==> src/hw/cache_pkg.sv <==
package cache_pkg;

    ////////////////////
    // Widths
    ////////////////////

    // Byte addresses, words sit 2 bytes apart
    localparam int ADDR_W = 16;
    localparam int DATA_W = 16;

    typedef logic [DATA_W-1:0] word_t;
    typedef logic [ADDR_W-1:0] addr_t;

    ////////////////////
    // Block geometry
    ////////////////////

    // Word offset is addr[3:1], bit 0 ignored
    localparam int WORDS_PER_LINE = 8;
    localparam int OFFSET_W       = 3;

    // Miss controller states
    typedef enum logic [1:0] {
        IDLE   = 2'b00,
        FILL_I = 2'b01,
        FILL_D = 2'b10,
        FINISH = 2'b11
    } ctrl_state_e;

endpackage

==> src/hw/fill_if.sv <==
`timescale 1ns/1ps

// One refill word on its way from the miss controller into a cache
interface fill_if import cache_pkg::*; ();

    word_t fill_data;
    addr_t fill_addr;
    // Word write into the data array
    logic  data_we;
    // Tag write plus valid set
    logic  meta_we;

    modport ctrl (
        output fill_data,
        output fill_addr,
        output data_we,
        output meta_we
    );

    modport cache (
        input fill_data,
        input fill_addr,
        input data_we,
        input meta_we
    );

endinterface

==> src/hw/cache_ctrl.sv <==
`timescale 1ns/1ps

module cache_ctrl import cache_pkg::*; #(
    parameter int MEM_LATENCY = 4
) (
    input  logic  clk,
    input  logic  rst,
    input  logic  i_miss,
    input  addr_t i_addr,
    input  logic  d_miss,
    input  addr_t d_addr,
    output logic  mem_en,
    output addr_t mem_addr,
    input  word_t mem_rdata,
    input  logic  mem_vld,
    fill_if.ctrl  fill_i,
    fill_if.ctrl  fill_d,
    output logic  stall
);

    // Block number is everything above the word offset
    localparam int BLK_W = ADDR_W - OFFSET_W - 1;

    ctrl_state_e state_q;
    ctrl_state_e state_d;

    logic [BLK_W-1:0]    blk_q;
    addr_t               miss_addr;
    logic [OFFSET_W:0]   issue_cnt;
    logic [OFFSET_W-1:0] ret_cnt;
    addr_t               addr_pipe [MEM_LATENCY];
    addr_t               fill_addr;

    logic filling;
    logic entering;
    logic last_word;

    assign filling   = (state_q == FILL_I) || (state_q == FILL_D);
    assign last_word = filling && mem_vld &&
                       (ret_cnt == OFFSET_W'(WORDS_PER_LINE - 1));

    ////////////////////
    // FSM
    ////////////////////

    // Instruction side wins when both miss together
    always_comb begin
        state_d = state_q;
        case (state_q)
            IDLE: begin
                if (i_miss) begin
                    state_d = FILL_I;
                end else if (d_miss) begin
                    state_d = FILL_D;
                end
            end
            FILL_I: begin
                if (last_word) begin
                    state_d = d_miss ? FILL_D : FINISH;
                end
            end
            FILL_D: begin
                if (last_word) begin
                    state_d = FINISH;
                end
            end
            FINISH: begin
                state_d = IDLE;
            end
            default: begin
                state_d = IDLE;
            end
        endcase
    end

    assign entering  = ((state_d == FILL_I) || (state_d == FILL_D)) && (state_d != state_q);
    assign miss_addr = (state_d == FILL_I) ? i_addr : d_addr;

    always_ff @(posedge clk) begin
        if (rst) begin
            state_q   <= IDLE;
            issue_cnt <= '0;
            ret_cnt   <= '0;
        end else begin
            state_q <= state_d;
            if (entering) begin
                issue_cnt <= '0;
                ret_cnt   <= '0;
            end else begin
                if (mem_en) begin
                    issue_cnt <= issue_cnt + 1'b1;
                end
                if (filling && mem_vld) begin
                    ret_cnt <= ret_cnt + 1'b1;
                end
            end
        end
    end

    // Block base of the line being fetched
    always_ff @(posedge clk) begin
        if (entering) begin
            blk_q <= miss_addr[ADDR_W-1:OFFSET_W+1];
        end
    end

    ////////////////////
    // Memory requests
    ////////////////////

    // Eight back to back reads, stop once the counter hits 8
    assign mem_en   = filling && !issue_cnt[OFFSET_W];
    assign mem_addr = {blk_q, issue_cnt[OFFSET_W-1:0], 1'b0};

    // Delay line so each address meets its returning word
    always_ff @(posedge clk) begin
        addr_pipe[0] <= mem_addr;
        for (int i = 1; i < MEM_LATENCY; i++) begin
            addr_pipe[i] <= addr_pipe[i-1];
        end
    end

    assign fill_addr = addr_pipe[MEM_LATENCY-1];

    ////////////////////
    // Cache fills
    ////////////////////

    assign fill_i.fill_data = mem_rdata;
    assign fill_i.fill_addr = fill_addr;
    assign fill_i.data_we   = (state_q == FILL_I) && mem_vld;
    assign fill_i.meta_we   = (state_q == FILL_I) && last_word;

    assign fill_d.fill_data = mem_rdata;
    assign fill_d.fill_addr = fill_addr;
    assign fill_d.data_we   = (state_q == FILL_D) && mem_vld;
    assign fill_d.meta_we   = (state_q == FILL_D) && last_word;

    // Held until both sides hit and the FSM is back home
    assign stall = i_miss || d_miss || (state_q != IDLE);

endmodule

==> src/flat_wrapper.sv <==
// flat-port wrapper written by rule: the top's interface ports become plain ports
module cache_ctrl_flat import cache_pkg::*;
#(
    parameter int MEM_LATENCY = 4
)
  (clk, rst, i_miss, i_addr, d_miss, d_addr, mem_en, mem_addr, mem_rdata, mem_vld, stall, fill_i_fill_data, fill_i_fill_addr, fill_i_data_we, fill_i_meta_we, fill_d_fill_data, fill_d_fill_addr, fill_d_data_we, fill_d_meta_we);
  fill_if fill_i_i ();
  fill_if fill_d_i ();
  input  logic clk;
  input  logic rst;
  input  logic i_miss;
  input  addr_t i_addr;
  input  logic d_miss;
  input  addr_t d_addr;
  output logic mem_en;
  output addr_t mem_addr;
  input  word_t mem_rdata;
  input  logic mem_vld;
  output logic stall;
  output wire logic [$bits(fill_i_i.fill_data)-1:0] fill_i_fill_data;
  output wire logic [$bits(fill_i_i.fill_addr)-1:0] fill_i_fill_addr;
  output wire logic [$bits(fill_i_i.data_we)-1:0] fill_i_data_we;
  output wire logic [$bits(fill_i_i.meta_we)-1:0] fill_i_meta_we;
  output wire logic [$bits(fill_d_i.fill_data)-1:0] fill_d_fill_data;
  output wire logic [$bits(fill_d_i.fill_addr)-1:0] fill_d_fill_addr;
  output wire logic [$bits(fill_d_i.data_we)-1:0] fill_d_data_we;
  output wire logic [$bits(fill_d_i.meta_we)-1:0] fill_d_meta_we;
  assign fill_i_fill_data = fill_i_i.fill_data;
  assign fill_i_fill_addr = fill_i_i.fill_addr;
  assign fill_i_data_we = fill_i_i.data_we;
  assign fill_i_meta_we = fill_i_i.meta_we;
  assign fill_d_fill_data = fill_d_i.fill_data;
  assign fill_d_fill_addr = fill_d_i.fill_addr;
  assign fill_d_data_we = fill_d_i.data_we;
  assign fill_d_meta_we = fill_d_i.meta_we;
  cache_ctrl #(.MEM_LATENCY(MEM_LATENCY)) u_core (.clk(clk), .rst(rst), .i_miss(i_miss), .i_addr(i_addr), .d_miss(d_miss), .d_addr(d_addr), .mem_en(mem_en), .mem_addr(mem_addr), .mem_rdata(mem_rdata), .mem_vld(mem_vld), .fill_i(fill_i_i), .fill_d(fill_d_i), .stall(stall));
endmodule
==> config.mk <==
export PLATFORM = sky130hd
export DESIGN_NAME = cache_ctrl_flat
export DESIGN_NICKNAME = d
export VERILOG_FILES = /design/src/hw/cache_pkg.sv /design/src/hw/fill_if.sv /design/src/hw/cache_ctrl.sv /design/src/flat_wrapper.sv
export SDC_FILE = /design/constraint.sdc
export NUM_CORES = 1
export LEC_CHECK = 0
export BUFFER_PORTS_ARGS = -buffer_cell sky130_fd_sc_hd__buf_2
export CAP_MARGIN = 20
export CELL_PAD_IN_SITES_DETAIL_PLACEMENT = 1
export CELL_PAD_IN_SITES_GLOBAL_PLACEMENT = 1
export CORE_AREA = 2 2 99 101
export CTS_BUF_LIST = sky130_fd_sc_hd__clkbuf_8
export DETAILED_ROUTE_END_ITERATION = 16
export DIE_AREA = 0 0 101 103
export PLACE_DENSITY_LB_ADDON = 0.1
export REMOVE_ABC_BUFFERS = 1
export SKIP_LAST_GASP = 1
export SLEW_MARGIN = 10
export SYNTH_ARGS = -nofsm -noshare
export SYNTH_HDL_FRONTEND = slang
export SYNTH_SLANG_ARGS = --single-unit
==> constraint.sdc <==
create_clock -name clk -period 7.3 [get_ports clk]
set_input_delay 1.46 -clock clk [delete_from_list [all_inputs] [get_ports clk]]
set_output_delay 1.46 -clock clk [all_outputs]
set_load 0.005 [all_outputs]
; ---- Word level (Yosys, flattened, before mapping)
; Memory sizes are Yosys's and may differ from the RTL's.
; Cells that the tools add are included.
[totals]
regBits = 21
ram_bits = 64
out_inout_bits = 86
elab_cells = 37
memories = 1
[op_classes]
add_sub_neg = 2
eq_ne = 7
n_mux = 7
n_reduce_logical = 16
[memory_table]
columns = name, words, width, rd, rd_clocked_by_memory_dff, write_ports, line_no
row1 = u_core.addr_pipe, 4, 16, 4, 0, 4, cache_ctrl.sv:31  ; addr_t addr_pipe [MEM_LATENCY];
[ops]
columns = cell, count
row1 = 2-to-1 mux 16 bit, 1
row2 = logical AND 1 bit, 8
row3 = 2-to-1 mux 2 bit, 4
row4 = one-hot mux 2 bit (4 select lines), 1
row5 = "== test 2 bit, second input constant", 3
row6 = "adder 4 x 1 -> 4 bit, second input constant", 1
row7 = "== test 2 x 1 -> 1 bit, second input constant", 2
row8 = logical OR 1 bit, 4
row9 = "adder 3 x 1 -> 3 bit, second input constant", 1
row10 = "== test 3 bit, second input constant", 1
row11 = logical NOT 2 bit, 1
row12 = != test 2 bit, 1
row13 = nonzero test 2 bit, 1
row14 = OR reduction 2 bit, 1
row15 = logical NOT 1 bit, 1
row16 = 2-to-1 mux 1 bit, 1

; ---- Depth between registers and ports, before layout
[logic_depth]
ltp_word = 10
mapped_depth = 9

; ---- Least setup slack after synthesis
; No wires, ideal clock.
[synth_timing]
path_type = input-to-reg
startpoint = input port mem_vld
endpoint = register u_core.blk_q[0] (enable)
setup_ns = 0.350
arrival_ns = 3.218
setup_slack_ns = 3.732
cell_stages = 6
path_cell_list = nand3_1 -> o2111ai_1 -> nand3_1 -> ha_1 -> a221oi_1 -> or3_1
[synth_between]
elab_chain_len = 7
[synth_rtl]
columns = item, line_no
row1 = "start, declared", flat_wrapper.sv:18  ; input logic mem_vld;
row2 = logical AND 1 bit * (2 in a row), cache_ctrl.sv:39  ; assign last_word = filling && mem_vld &&
row3 = 2-to-1 mux 2 bit (on tied branches), "cache_ctrl.sv:63, cache_ctrl.sv:58"
row4 = one-hot mux 2 bit (4 select lines) *, cache_ctrl.sv:49  ; case (state_q)
row5 = via u_core.state_d[0], cache_ctrl.sv:25  ; ctrl_state_e state_d;
row6 = == test 2 x 1 -> 1 bit or == test 2 bit (tied branches), cache_ctrl.sv:76  ; assign entering = ((state_d == FILL_I) || (state_d == FILL_D)) && (state_d != state_q);
row7 = logical OR 1 bit, cache_ctrl.sv:76
row8 = logical AND 1 bit *, cache_ctrl.sv:76
row9 = via u_core.entering, cache_ctrl.sv:35  ; logic entering;
row10 = "end signal, assigned", cache_ctrl.sv:103  ; blk_q <= miss_addr[ADDR_W-1:OFFSET_W+1];
row11 = "end, declared", cache_ctrl.sv:27  ; logic [BLK_W-1:0] blk_q;
; The timed path passes the listed nets; every way through them passes the cells marked *.
; A chain may end at the register's enable or synchronous reset.

; ---- Worst setup path after layout
[layout_timing]
startpoint = input port mem_vld
endpoint = register u_core.blk_q[3] (enable)
; Same word-level chain as after synthesis.

==> impl_metrics.toml <==
[worst_setup_path]
worst_path_most_repeated_cell = "nand3_1"
start_kind = "input port"
arrival_ns = 3.88
cp_slowest_cell = "nor3_1"
crit_family = "simple AND/OR/NAND/NOR gates"
required_ns = 7.28
cp_cell_sequence = "buf_2 -> nand3_1 -> o2111ai_1 -> nand3_1 -> ha_1 -> nor3_1 -> or3_1"
worst-path-buf-inv = 1
worst_setup_path_end_kind = "flop"
cp_slowest_stage_delay_ns = 0.73
worstPathMaxFanout = 12
critPathKind = "in -> reg"

[floorplan]
die-area_um2 = 10400
die_y_um = 103
fp.dieW_um = 101
core_region_area_um2 = 9460
initial_utilization_pct = 29.0
fp-row-count = 36
ios = 139

[sta]
tightestPinTransition_ns = 0.886
relSlewSlack_pct = 40.5
final.period_utilization_pct = 53.5
finalSetupViolations = 0
hold_viol = 0
fmax_mhz = 256
finalSetupTns_ns = 0
min_period_ns = 3.91
finalMaxSlewViolations = 0
grt_setup_unrepaired = "no"
finClkSkew_ns = 0.0128

[synth]
synth_seq_area_share_pct = 63.5
synth.avg_cell_area_um2 = 12.6
synth_area_um2 = 2740
ys_warn_count = 0
synth_cell_types = 32
synth_cells = 217
synth_seq_cells = 81

[grt]
grt_pass1_vias = 1531
antenna_found_initial = 0
track_usage_pct = 10.6
grt_start_max_net_pins = 16
grt_pass1_wl_um = 8070
grt_overflow = 0

[power]
p_int_w = 0.000838
irDropWorstVdd_mv = 0.108
p_switching_w = 0.000264
seqPwrFrac_pct = 51.3
clkPwrFrac_pct = 36.1
swShare_pct = 24.0
p_comb_share_pct = 12.7
p_leak_nw = 1.39
p_per_area_nw_per_um2 = 350

[place]
portBuffers = 79
dp_hpwl_um = 4010
finalWeightedCongestion = 0.752

[drt]
wire_per_inst_um = 14.5
dr_total_vias = 1589
wirelength_um = 5440
via_per_inst = 4.24
antenna_left = 0
firstDrtPassIters = 4
drt_iter0_drc = 46
drcViolationCount = 0

[clocking]
clk_latency_ns = 0.35
cts_resized = 0
cts.reportedPaths.clkPinSlew_ns = 0.08
clock_path_buffers = 2
numCtsBuffers = 9
postCtsSetupBuffers = 0
root_buffer = "clkbuf_8"
cts.sinks = 81
tritoncts = "done"
ctsHoldBuffers = 0
cts_max_level = 3

[final_layout]
final_layout_size_suffix_gt1_share_pct = 41.8
area_delta_synth_final_pct = 14.7
layout.nets = 317
final_util_pct = 33.3
final_cell_mix = "buf_2 (79), dfxtp_1 (69), mux2_2 (12), edfxtp_1 (12), nor2_1 (10)"
layout_commonest_cell = "buf_2"
num_antenna_cells = 0

[status]
status = "complete, no violations"

[job]
maxCapViolCount = 0

[worst_hold_path]
hold_path.class = "reg -> reg"
cells in the mapped netlist:
library cell / number / share of area (%)
and2b_1: 1 / 0.27
a221oi_1: 1 / 0.32
o2111ai_1: 1 / 0.32
a211oi_1: 1 / 0.27
a31oi_1: 1 / 0.23
dfxtp_1: 69 / 50
nor3_1: 2 / 0.36
a21oi_1: 3 / 0.55
ha_1: 8 / 3.6
mux2_2: 12 / 4.9
or3_1: 2 / 0.46
nor4b_1: 7 / 2.2
nand2_1: 8 / 1.1
o211ai_1: 1 / 0.27
edfxtp_1: 12 / 13
nand3_1: 4 / 0.73
and2_1: 2 / 0.46
and4b_1: 1 / 0.36
and3b_1: 1 / 0.32
mux2i_1: 1 / 0.36
nand3b_1: 1 / 0.27
nor2b_1: 1 / 0.23
inv_1: 4 / 0.55
a41oi_1: 1 / 0.32
nor2_1: 10 / 1.4
conb_1: 1 / 0.14
o21ai_1: 2 / 0.36
xnor2_1: 1 / 0.32
xor2_1: 2 / 0.64
buf_4: 53 / 15
a311oi_1: 1 / 0.32
buf_1: 2 / 0.27
routing by layer:
metal	GRT usage, %	wire length [um]
met3	7.32	604
met4	4.05	80
met1	12.4	2290
met2	15.0	2470
met5	2.88	0
state kept, by name, indices dropped and copies added (netlist names):
signal / count
u_core.state_q: 2
u_core.ret_cnt: 3
u_core.blk_q: 12
u_core.issue_cnt: 4
u_core.addr_pipe: 60
cells by family after synthesis:
kind of cell	count (synthesis)	share of synthesized area, %
flip-flops	81	63.5
buffers and inverters	59	15.3
AND/OR/NAND/NOR	40	8.17
multiplexers	13	5.29
AO/OA/AOI/OAI	12	2.97
adder cells (fa/ha/maj)	8	3.65
XOR/XNOR	3	0.958
other	1	0.137
area by class of cell:
type | instances | area [um^2]
multi-input cells | 79 | 588
repair buffers | 81 | 410
well taps | 114 | 143
fillers | 1046 | 6310
clock buffers | 9 | 124
clock inverters | 7 | 124
inverters | 4 | 15.0
flip-flops and latches | 81 | 1740
power groups by stage:
| stage | registers, W | logic, W | clock network [W] |
|---|---|---|---|
| floorplan | 0.000579 | 0.0000580 | 0 |
| detailed placement | 0.000578 | 0.000144 | 0 |
| finish | 0.000565 | 0.000140 | 0.000397 |
| CTS | 0.000568 | 0.000145 | 0.000411 |
| global placement | 0.000575 | 0.000145 | 0 |
| global route | 0.000577 | 0.000160 | 0.000431 |
path summary, 6_finish.rpt:
| kind | from | end | slack, ns | cells past startpoint |
|---|---|---|---|---|
| hold / removal | u_core.addr_pipe[1][2] | u_core.addr_pipe[2][2] | 0.32 | 0 |
| setup / recovery | mem_vld | u_core.blk_q[3] | 3.39 | 7 |
| setup reg to reg | u_core.state_q[0] | u_core.blk_q[3] | 3.62 | 8 |
| hold reg to reg | u_core.addr_pipe[1][2] | u_core.addr_pipe[2][2] | 0.32 | 0 |
per-stage QoR:
step           power, W  setup WS (ns)  cell area, um^2  instances  hold slack, ns
3_3_place_gp   0.000720           2.91             2900        359           0.310
3_5_place_dp   0.000722           2.97             2900        359           0.313
5_1_grt         0.00117           3.10             3150        375           0.330
4_1_cts         0.00112           3.34             3150        375           0.320
6_report        0.00110           3.39             3150        375           0.319
2_1_floorplan  0.000637           3.73             2340        164           0.310
Power figures use the tool's default switching activity.
