--- config.mk ---
export PLATFORM = sky130hd
export DESIGN_NAME = direct_cache_flat
export DESIGN_NICKNAME = d
export VERILOG_FILES = /design/src/hw/cache_pkg.sv /design/src/hw/fill_if.sv /design/src/hw/direct_cache.sv /design/src/flat_wrapper.sv
export SDC_FILE = /design/constraint.sdc
export NUM_CORES = 1
export LEC_CHECK = 0
export BUFFER_PORTS_ARGS = -buffer_cell sky130_fd_sc_hd__buf_4
export CAP_MARGIN = 20
export CELL_PAD_IN_SITES_DETAIL_PLACEMENT = 2
export CELL_PAD_IN_SITES_GLOBAL_PLACEMENT = 2
export CORE_MARGIN = 10
export CORE_UTILIZATION = 54
export DETAILED_ROUTE_END_ITERATION = 16
export MAX_ROUTING_LAYER = met4
export PLACE_DENSITY = 0.85
export SETUP_SLACK_MARGIN = 0.05
export SYNTH_ARGS = -nofsm -noshare
export SYNTH_HDL_FRONTEND = slang
export SYNTH_SLANG_ARGS = --single-unit
--- constraint.sdc ---
create_clock -name clk -period 5.3 [get_ports clk]
set_clock_uncertainty 0.05 [all_clocks]
set_input_delay 1.325 -clock clk [delete_from_list [all_inputs] [get_ports clk]]
set_output_delay 1.325 -clock clk [all_outputs]
set_load 0.005 [all_outputs]
--- src/hw/cache_pkg.sv ---
package cache_pkg;

    ////////////////////
    // Widths
    ////////////////////

    // Byte addresses, words sit 2 bytes apart
    localparam int ADDR_W = 16;
    localparam int DATA_W = 16;

    typedef logic [DATA_W-1:0] word_t;
    typedef logic [ADDR_W-1:0] addr_t;

    ////////////////////
    // Block geometry
    ////////////////////

    // Word offset is addr[3:1], bit 0 ignored
    localparam int WORDS_PER_LINE = 8;
    localparam int OFFSET_W       = 3;

    // Miss controller states
    typedef enum logic [1:0] {
        IDLE   = 2'b00,
        FILL_I = 2'b01,
        FILL_D = 2'b10,
        FINISH = 2'b11
    } ctrl_state_e;

endpackage

--- src/hw/fill_if.sv ---
`timescale 1ns/1ps

// One refill word on its way from the miss controller into a cache
interface fill_if import cache_pkg::*; ();

    word_t fill_data;
    addr_t fill_addr;
    // Word write into the data array
    logic  data_we;
    // Tag write plus valid set
    logic  meta_we;

    modport ctrl (
        output fill_data,
        output fill_addr,
        output data_we,
        output meta_we
    );

    modport cache (
        input fill_data,
        input fill_addr,
        input data_we,
        input meta_we
    );

endinterface

--- src/hw/direct_cache.sv ---
`timescale 1ns/1ps

module direct_cache import cache_pkg::*; #(
    parameter int NUM_LINES = 8
) (
    input  logic  clk,
    input  logic  rst,
    input  logic  rd,
    input  addr_t addr,
    output word_t rdata,
    output logic  miss,
    fill_if.cache fill
);

    localparam int INDEX_W = $clog2(NUM_LINES);
    localparam int TAG_LSB = OFFSET_W + INDEX_W + 1;
    localparam int TAG_W   = ADDR_W - TAG_LSB;

    // Storage
    word_t            data_mem [NUM_LINES][WORDS_PER_LINE];
    logic [TAG_W-1:0] tag_mem  [NUM_LINES];
    logic [NUM_LINES-1:0] valid_q;

    // Lookup fields
    logic [INDEX_W-1:0]  rd_idx;
    logic [OFFSET_W-1:0] rd_off;
    logic [TAG_W-1:0]    rd_tag;
    logic                hit;

    // Fill fields
    logic [INDEX_W-1:0]  fl_idx;
    logic [OFFSET_W-1:0] fl_off;
    logic [TAG_W-1:0]    fl_tag;

    ////////////////////
    // Lookup
    ////////////////////

    assign rd_off = addr[OFFSET_W:1];
    assign rd_idx = addr[TAG_LSB-1:OFFSET_W+1];
    assign rd_tag = addr[ADDR_W-1:TAG_LSB];

    assign hit   = valid_q[rd_idx] && (tag_mem[rd_idx] == rd_tag);
    assign miss  = rd && !hit;
    assign rdata = hit ? data_mem[rd_idx][rd_off] : '0;

    ////////////////////
    // Refill
    ////////////////////

    assign fl_off = fill.fill_addr[OFFSET_W:1];
    assign fl_idx = fill.fill_addr[TAG_LSB-1:OFFSET_W+1];
    assign fl_tag = fill.fill_addr[ADDR_W-1:TAG_LSB];

    always_ff @(posedge clk) begin
        if (fill.data_we) begin
            data_mem[fl_idx][fl_off] <= fill.fill_data;
        end
    end

    always_ff @(posedge clk) begin
        if (fill.meta_we) begin
            tag_mem[fl_idx] <= fl_tag;
        end
    end

    // Line only turns valid once the last word is in
    always_ff @(posedge clk) begin
        if (rst) begin
            valid_q <= '0;
        end else if (fill.meta_we) begin
            valid_q[fl_idx] <= 1'b1;
        end
    end

endmodule

--- src/flat_wrapper.sv ---
// flat-port wrapper written by rule: the top's interface ports become plain ports
module direct_cache_flat import cache_pkg::*;
#(
    parameter int NUM_LINES = 8
)
  (clk, rst, rd, addr, rdata, miss, fill_fill_data, fill_fill_addr, fill_data_we, fill_meta_we);
  fill_if fill_i ();
  input  logic clk;
  input  logic rst;
  input  logic rd;
  input  addr_t addr;
  output word_t rdata;
  output logic miss;
  input wire logic [$bits(fill_i.fill_data)-1:0] fill_fill_data;
  input wire logic [$bits(fill_i.fill_addr)-1:0] fill_fill_addr;
  input wire logic [$bits(fill_i.data_we)-1:0] fill_data_we;
  input wire logic [$bits(fill_i.meta_we)-1:0] fill_meta_we;
  assign fill_i.fill_data = fill_fill_data;
  assign fill_i.fill_addr = fill_fill_addr;
  assign fill_i.data_we = fill_data_we;
  assign fill_i.meta_we = fill_meta_we;
  direct_cache #(.NUM_LINES(NUM_LINES)) u_core (.clk(clk), .rst(rst), .rd(rd), .addr(addr), .rdata(rdata), .miss(miss), .fill(fill_i));
endmodule
==> results of run 1 <==
==> logic make-up after synthesis <==
group / Yosys count / share of synthesized area [%]
xor+xnor: 7 / 0.146
simple gates: 146 / 1.59
mux: 288 / 15.0
buf+inv: 104 / 1.16
flops: 1104 / 78.8
compound gates: 206 / 3.36
==> metrics by stage <==
stage / instances / area, sq um / setup slack [ns] / hold slack (ns)
2_1_floorplan: 1855 / 42000 / 0.766 / 0.385
3_3_place_gp: 2996 / 44700 / 0.0759 / 0.394
==> Yosys cell counts (2+ instances only) <==
library cell / n
a21oi_1: 64
dfxtp_1: 8
and2_1: 3
mux2i_1: 16
xnor2_1: 6
a22oi_1: 132
a21o_1: 2
mux4_2: 272
nand3b_1: 3
buf_2: 58
buf_6: 3
o21ba_2: 7
nand2_1: 6
nor2_1: 95
edfxtp_1: 1096
nand3_1: 7
buf_1: 4
nand2b_1: 2
nor4_1: 16
nor2b_1: 7
clkbuf_1: 38
==> run metrics, run 1 <==
largest area contributor in the netlist edfxtp_1; RD Place Congestion 0.868; Post-Synthesis Cell Area 42000 sq um; synthesized area per cell 22.6 sq um; Async SR Flop Fraction 0%; largest cells by area after synthesis edfxtp_1, mux4_2, a22oi_1; YS warnings 0; Synth top area share 78.4%; register area share after synthesis 78.8%; flops & latches, synth 1104; Starting Density 54.4%; Row Count 102; status did not finish; DP Wirelength 87.4 mm; unique cell type count in the Yosys netlist 31; # IOs 70; post-synth net total 1908; Post-synth EDFFs 1096; Cells after Synth 1855; Err [ERROR DPL-0033] detailed placement checks failed during check placement.; Halt Stage detailed placement (3_5_place_dp); die height 299 microns; die width 299 microns; Synth Flop Type edfxtp_1; IO buf count 67
==> inputs of run 2 (changes only) <==
Settings changed: CELL_PAD_IN_SITES_DETAIL_PLACEMENT 2 to unset, CELL_PAD_IN_SITES_GLOBAL_PLACEMENT 2 to unset, CORE_UTILIZATION 54 to 40, MAX_ROUTING_LAYER met4 to unset, PLACE_DENSITY 0.85 to unset, PLACE_DENSITY_LB_ADDON set to 0.15, SETUP_SLACK_MARGIN 0.05 to unset.
==> run 2 against run 1 <==
The flow now finishes without violations. Synthesized area stayed put. Synthesized cell count did not move.
==> run metrics, run 2 <==
Synth Flop Type edfxtp_1 (unchanged); status complete, no violations (was did not finish); period utilisation layout 97.8%; DP Wirelength 62.6 mm (was 87.4 mm); antenna viol nets, final 0; YS warnings 0 (unchanged); Residual DRC 0; Largest register FFs 1024; # IOs 70 (unchanged); Synth top area share 78.4% (unchanged); Max IR drop VDD 0.277 mV; area share of fa/ha/maj cells after synthesis 0% (unchanged); largest net degree at the start of global routing 65; Area growth syn-to-layout 16.9%; reg-to-reg endpoint u_core.valid_q[2]; most common cell after layout, fill and taps aside edfxtp_1; Routed WL 105 mm; initial detailed-routing violation count 1847; top-count cell post-synth edfxtp_1 (unchanged); IO buf count 67 (unchanged); worst slew pin tran 1.03 ns; Reg2Reg Depth 1; Post-synth top cells edfxtp_1, mux4_2, a22oi_1 (unchanged); DR WL/cell 29.3 microns; vias in the first global route 20900; unique cell type count in the Yosys netlist 31 (unchanged); Largest Register u_core.data_mem; Clk pin slew, worst setup/hold paths 0.06 ns; Setup crit end kind output pin; Hold Path Depth 2; WP buf/inv 5; Starting Density 40.4% (was 54.4%); CTS tree yes; CP max FO 15; largest family of logic cells by synthesized area multiplexers (unchanged); die width 344 microns (was 299 microns); RSZ-0062 raised after global routing no; critical-path cell list buf_8 > buf_12 > buf_12 > mux4_2 > a22oi_1 > a21oi_1 > nor4_1 > buf_4 > nor2_1 > buf_4; Post-synth EDFFs 1096 (unchanged); overall routing resource usage 17.7%; leading registers by flop count u_core.data_mem x1024, u_core.tag_mem x72, u_core.valid_q x8; placed cell areas 45600 sq um; FILL cells 8724; hold_sp u_core.valid_q[1]; CP max-delay cell mux4_2; first-pass GRT wire length 150 mm; compound-gate portion of the synthesized area 3.36% (unchanged); core area 104000 sq um; CTS Buffer Depth 3; H-tree depth 3; Post-Synth Simple-Gate Area 1.59% (unchanged); maximum clock frequency 0.193 GHz; flops & latches, synth 1104 (unchanged); worst setup path class in -> out; Worst EP arrival 3.81 ns; Crit path largest cell delay 0.51 ns; setup TNS 0 ns; most frequent cells in the layout edfxtp_1, mux4_2, buf_4; Post-Synthesis Cell Area 42000 sq um (unchanged); Worst Setup Start Kind primary input; CTS root buffer clkbuf_16; register area share after synthesis 78.8% (unchanged); cell family with most CP delay buffers and inverters; worst endpoint required time 3.92 ns; die height 344 microns (was 299 microns); Hold Path Class reg -> reg; mux share of post-synthesis cell area 15.0% (unchanged); post-route cell area 49100 sq um; largest cells by area after synthesis edfxtp_1, mux4_2, a22oi_1 (unchanged); Max-Cap Viols 0; Final Power 18.1 mW; synthesized area per cell 22.6 sq um (unchanged); clk_lat worst skew 0.68 ns; relative slew slack 31.0%; Vias/cell 5.56; hold_buf cts 0; RD Place Congestion 0.767 (was 0.868); post-synth net total 1908 (unchanged); Synth Area in XOR/XNOR 0.146% (unchanged); Lkg Pwr 15.4 nW; Row Count 118 (was 102); max-slew violation count 0; global route total overflow 0; slack of the worst reg-to-reg path 4.62 ns; share of layout cells above drive strength 1 32.1%; Hold EP u_core.valid_q[1]; Num CTS Buffers 112; largest area contributor in the netlist edfxtp_1 (unchanged); antenna violations before repair 3; reg2reg start u_core.valid_q[2]; drt first pass iters 5; Async SR Flop Fraction 0% (unchanged); die area 118000 sq um; Fin. Hold Viols 0; endpoints failing setup 0; clk sinks 1104; routed via count 20000; Pwr per Cell Area 369 nW/um^2; nets@finish 2181; Cells after Synth 1855 (unchanged); crit path time final 5.18 ns
[run 2: power by group]
group / internal [mW] / total (mW) / switching (mW)
Combinational: 0.399 / 0.997 / 0.597
Clock: 4.16 / 7.42 / 3.26
Sequential: 9.68 / 9.69 / 0.0161
[run 2: cell type report]
cell class              count  area [sq um]  share of cell area (%)
flip-flops and latches   1104         33100                    67.4
clock buffers             146          2990                    6.10
multi-input cells         647          8510                    17.3
repair buffers            262          2340                    4.77
inverters                   1          3.75                 0.00765
well taps                1380          1730                    3.52
diodes                      2          5.00                  0.0102
clock inverters            60           425                   0.867
[run 2: cell families (layout without fill, tap and decap cells)]
| group | Yosys count | count (layout) |
|---|---|---|
| AOI/OAI and AO/OA | 206 | 206 |
| xor gates and xnor gates | 7 | 7 |
| buffers and inverters | 104 | 469 |
| DFF | 1104 | 1104 |
| muxes | 288 | 288 |
| other | 0 | 2 |
| and+or+nand+nor | 146 | 146 |
[run 2: layer usage]
| layer | routed length [microns] | GRT usage (%) | vias up | part of all wire (%) |
|---|---|---|---|---|
| li1 | - | - | 8494 | - |
| met1 | 45200 | 24.4 | 10800 | 43 |
| met2 | 50000 | 27.9 | 625 | 47 |
| met3 | 7750 | 4.70 | 150 | 7.4 |
| met4 | 2420 | 4.40 | 2 | 2.3 |
| met5 | 20 | 0 | - | 0.019 |
[run 2: how the worst max path moves through the flow]
stage	start	end	slack, ns	cells past startpoint
after floorplan	addr[4]	rdata[10]	0.77	8
after global placement	addr[4]	rdata[11]	-0.22	10
after detailed placement	addr[4]	rdata[11]	-0.19	10
after CTS	addr[4]	rdata[11]	-0.03	10
after global routing	addr[4]	rdata[9]	0.004	10
final	addr[4]	rdata[1]	0.12	10
[run 2: timing repair]
| action | 4_1_cts | 5_1_grt |
|---|---|---|
| gates cloned | 0 | 0 |
| pin swaps | 0 | 2 |
| setup endpoints to repair | 2 | 9 |
| setup buffers | 0 | 0 |
| gates resized for setup | 2 | 12 |
[run 2: metrics by stage]
step | worst slack [ns] | utilization (%) | instances | hold slack (ns)
floorplan | 0.766 | - | 1855 | 0.385
global placement | -0.219 | 43.8 | 3394 | 0.394
detailed placement | -0.194 | 43.8 | 3394 | 0.417
CTS | -0.0344 | 47.1 | 3600 | 0.432
global route | 0.00372 | 47.2 | 3601 | 0.436
finish | 0.117 | 47.2 | 3602 | 0.426
Power figures use the tool's default switching activity.
==> inputs of run 3 (changes only) <==
Settings changed: CORE_ASPECT_RATIO set to 1.2, MAX_ROUTING_LAYER set to met4.
==> run 3 against run 2 <==
Register-to-register slack barely moved. Combinational power shrank 7.2%. Final cell count fell by 1.2%. Cell area decreased by 0.72%. Maximum frequency is 0.22% higher. Die area about the same. Via count shrank 0.82%. Sequential share of layout area is 0.49 points higher. Count of clock-buffer cells in the layout shrank 18. Core utilization down 0.56 points. Sequential power barely moved. Critical path type unchanged. Largest cell class unchanged.
==> run metrics, run 3 (synthesized netlist as in run 2, its figures left out) <==
antenna viol nets, final 0 (unchanged); Residual DRC 0 (unchanged); Place WS 0.0830 ns (was -0.194 ns); post-route cell area 48700 sq um (was 49100 sq um); Hold Path Depth 1 (was 2); max-slew violation count 0 (unchanged); most used cell, CP buf_4; Crit path largest cell delay 0.53 ns (was 0.51 ns); CP max-delay cell mux4_2 (unchanged); H-tree depth 3 (unchanged); Max IR drop VDD 0.438 mV (was 0.277 mV); Clk pin slew, worst setup/hold paths 0.06 ns (about the same); clk sinks 1104 (unchanged); initial detailed-routing violation count 1751 (was 1847); Lkg Pwr 15.2 nW (was 15.4 nW); # Post-CTS Setup Buffers 0 (unchanged); most common cell after layout, fill and taps aside edfxtp_1 (unchanged); CTS tree yes (unchanged); Reg2Reg Depth 1 (unchanged); Largest Register u_core.data_mem (unchanged); worst slew pin tran 1.04 ns (was 1.03 ns); dpl cells 3354 (was 3394); Final Power 18.2 mW (was 18.1 mW); Starting Density 40.2% (was 40.4%); CP Depth 10 (unchanged); Vias/cell 5.58 (was 5.56); cell family with most CP delay buffers and inverters (unchanged); DP Wirelength 60.7 mm (was 62.6 mm); period utilisation layout 97.6% (was 97.8%); leading registers by flop count u_core.data_mem x1024, u_core.tag_mem x72, u_core.valid_q x8 (unchanged); Hold Path Class reg -> reg (unchanged); endpoints failing setup 0 (unchanged); Row Count 130 (was 118); Area growth syn-to-layout 16.0% (was 16.9%); routed via count 19900 (was 20000); placed cell areas 45200 sq um (was 45600 sq um); IO buf count 67 (unchanged); fin worst setup slack 0.128 ns (was 0.117 ns); vias in the first global route 21000 (was 20900); Largest register FFs 1024 (unchanged); FILL cells 8701 (was 8724); CP max FO 25 (was 15); CTS root buffer clkbuf_16 (unchanged); worst setup path class in -> out (unchanged); clk_lat worst skew 0.67 ns (was 0.68 ns); antenna violations before repair 2 (was 3); nets@finish 2135 (was 2181); critical-path cell list buf_8 > buf_12 > buf_4 > mux4_2 > a22oi_1 > a21oi_1 > nor4_1 > buf_4 > nor2_1 > buf_4 (was buf_8 > buf_12 > buf_12 > mux4_2 > a22oi_1 > a21oi_1 > nor4_1 > buf_4 > nor2_1 > buf_4); drt first pass iters 5 (unchanged); status complete, no violations (unchanged); die area 118000 sq um (about the same); die width 316 microns (was 344 microns); Setup crit end kind output pin (unchanged); global route total overflow 0 (unchanged); most frequent cells in the layout edfxtp_1, mux4_2, buf_4 (unchanged); Worst Setup Start Kind primary input (unchanged); CTS Buffer Depth 3 (unchanged); Num CTS Buffers 111 (was 112); setup TNS 0 ns (unchanged); fin cells 3557 (was 3602); overall routing resource usage 18.2% (was 17.7%); crit path time final 5.17 ns (was 5.18 ns); share of layout cells above drive strength 1 30.8% (was 32.1%); # IOs 70 (unchanged); worst endpoint required time 3.92 ns (about the same); Max-Cap Viols 0 (unchanged); first-pass GRT wire length 150 mm (about the same); Routed WL 105 mm (about the same); DR WL/cell 29.6 microns (was 29.3 microns); WP buf/inv 5 (unchanged); RSZ-0062 raised after global routing no (unchanged); RD Place Congestion 0.749 (was 0.767); Hold WS 0.430 ns (was 0.426 ns); final core occ 46.7% (was 47.2%); Pwr per Cell Area 373 nW/um^2 (was 369 nW/um^2); core area 104000 sq um (about the same); largest net degree at the start of global routing 65 (unchanged); relative slew slack 30.7% (was 31.0%); Worst EP arrival 3.80 ns (was 3.81 ns); maximum clock frequency 0.193 GHz (about the same); die height 375 microns (was 344 microns); Fin. Hold Viols 0 (unchanged)
-- run 3: cell types whose count changed in the layout (fill, tap and decap cells not counted), sizes merged --
| cell | before | now |
|---|---|---|
| clkinvlp | 1 | 4 |
| buf | 262 | 217 |
| diode | 2 | 3 |
| inv | 6 | 1 |
| bufinv | 4 | 10 |
| clkbuf | 146 | 128 |
| clkinv | 50 | 57 |
-- run 3: final timing paths --
kind,startpoint,end,slack [ns]
worst max-delay path,addr[4],rdata[13],0.13
worst min-delay path,u_core.valid_q[2],u_core.valid_q[2],0.43
worst max register to register,u_core.valid_q[5],u_core.valid_q[5],4.63
worst min register to register,u_core.valid_q[2],u_core.valid_q[2],0.43
-- run 3: final cells by class --
cell class | count | area (sq um) | area share, %
sequential | 1104 | 33100 | 67.9
multi-input combinational | 647 | 8470 | 17.4
tap | 1386 | 1730 | 3.56
timing repair buffer | 217 | 1950 | 4.00
clock inverter | 71 | 617 | 1.27
inverter | 1 | 3.75 | 0.00770
clock buffer | 128 | 2860 | 5.88
antenna | 3 | 7.51 | 0.0154
-- run 3: what timing repair did --
item,in CTS,in global routing
endpoints found under the setup margin,0,1
hold endpoints to repair,0,0
hold buffers,0,0
resized for setup,0,1
-- run 3: routing by layer --
layer / vias to the layer above / track usage (%) / part of all wire, %
li1: 8390 / - / -
met1: 10700 / 23.1 / 41
met2: 622 / 29.3 / 50
met3: 150 / 3.88 / 6.8
met4: 0 / 5.19 / 2.5
met5: - / - / 0
-- run 3: report_power, final --
part           internal (mW)  switching, mW
logic                  0.361          0.564
registers               9.68         0.0162
clock network           4.33           3.23
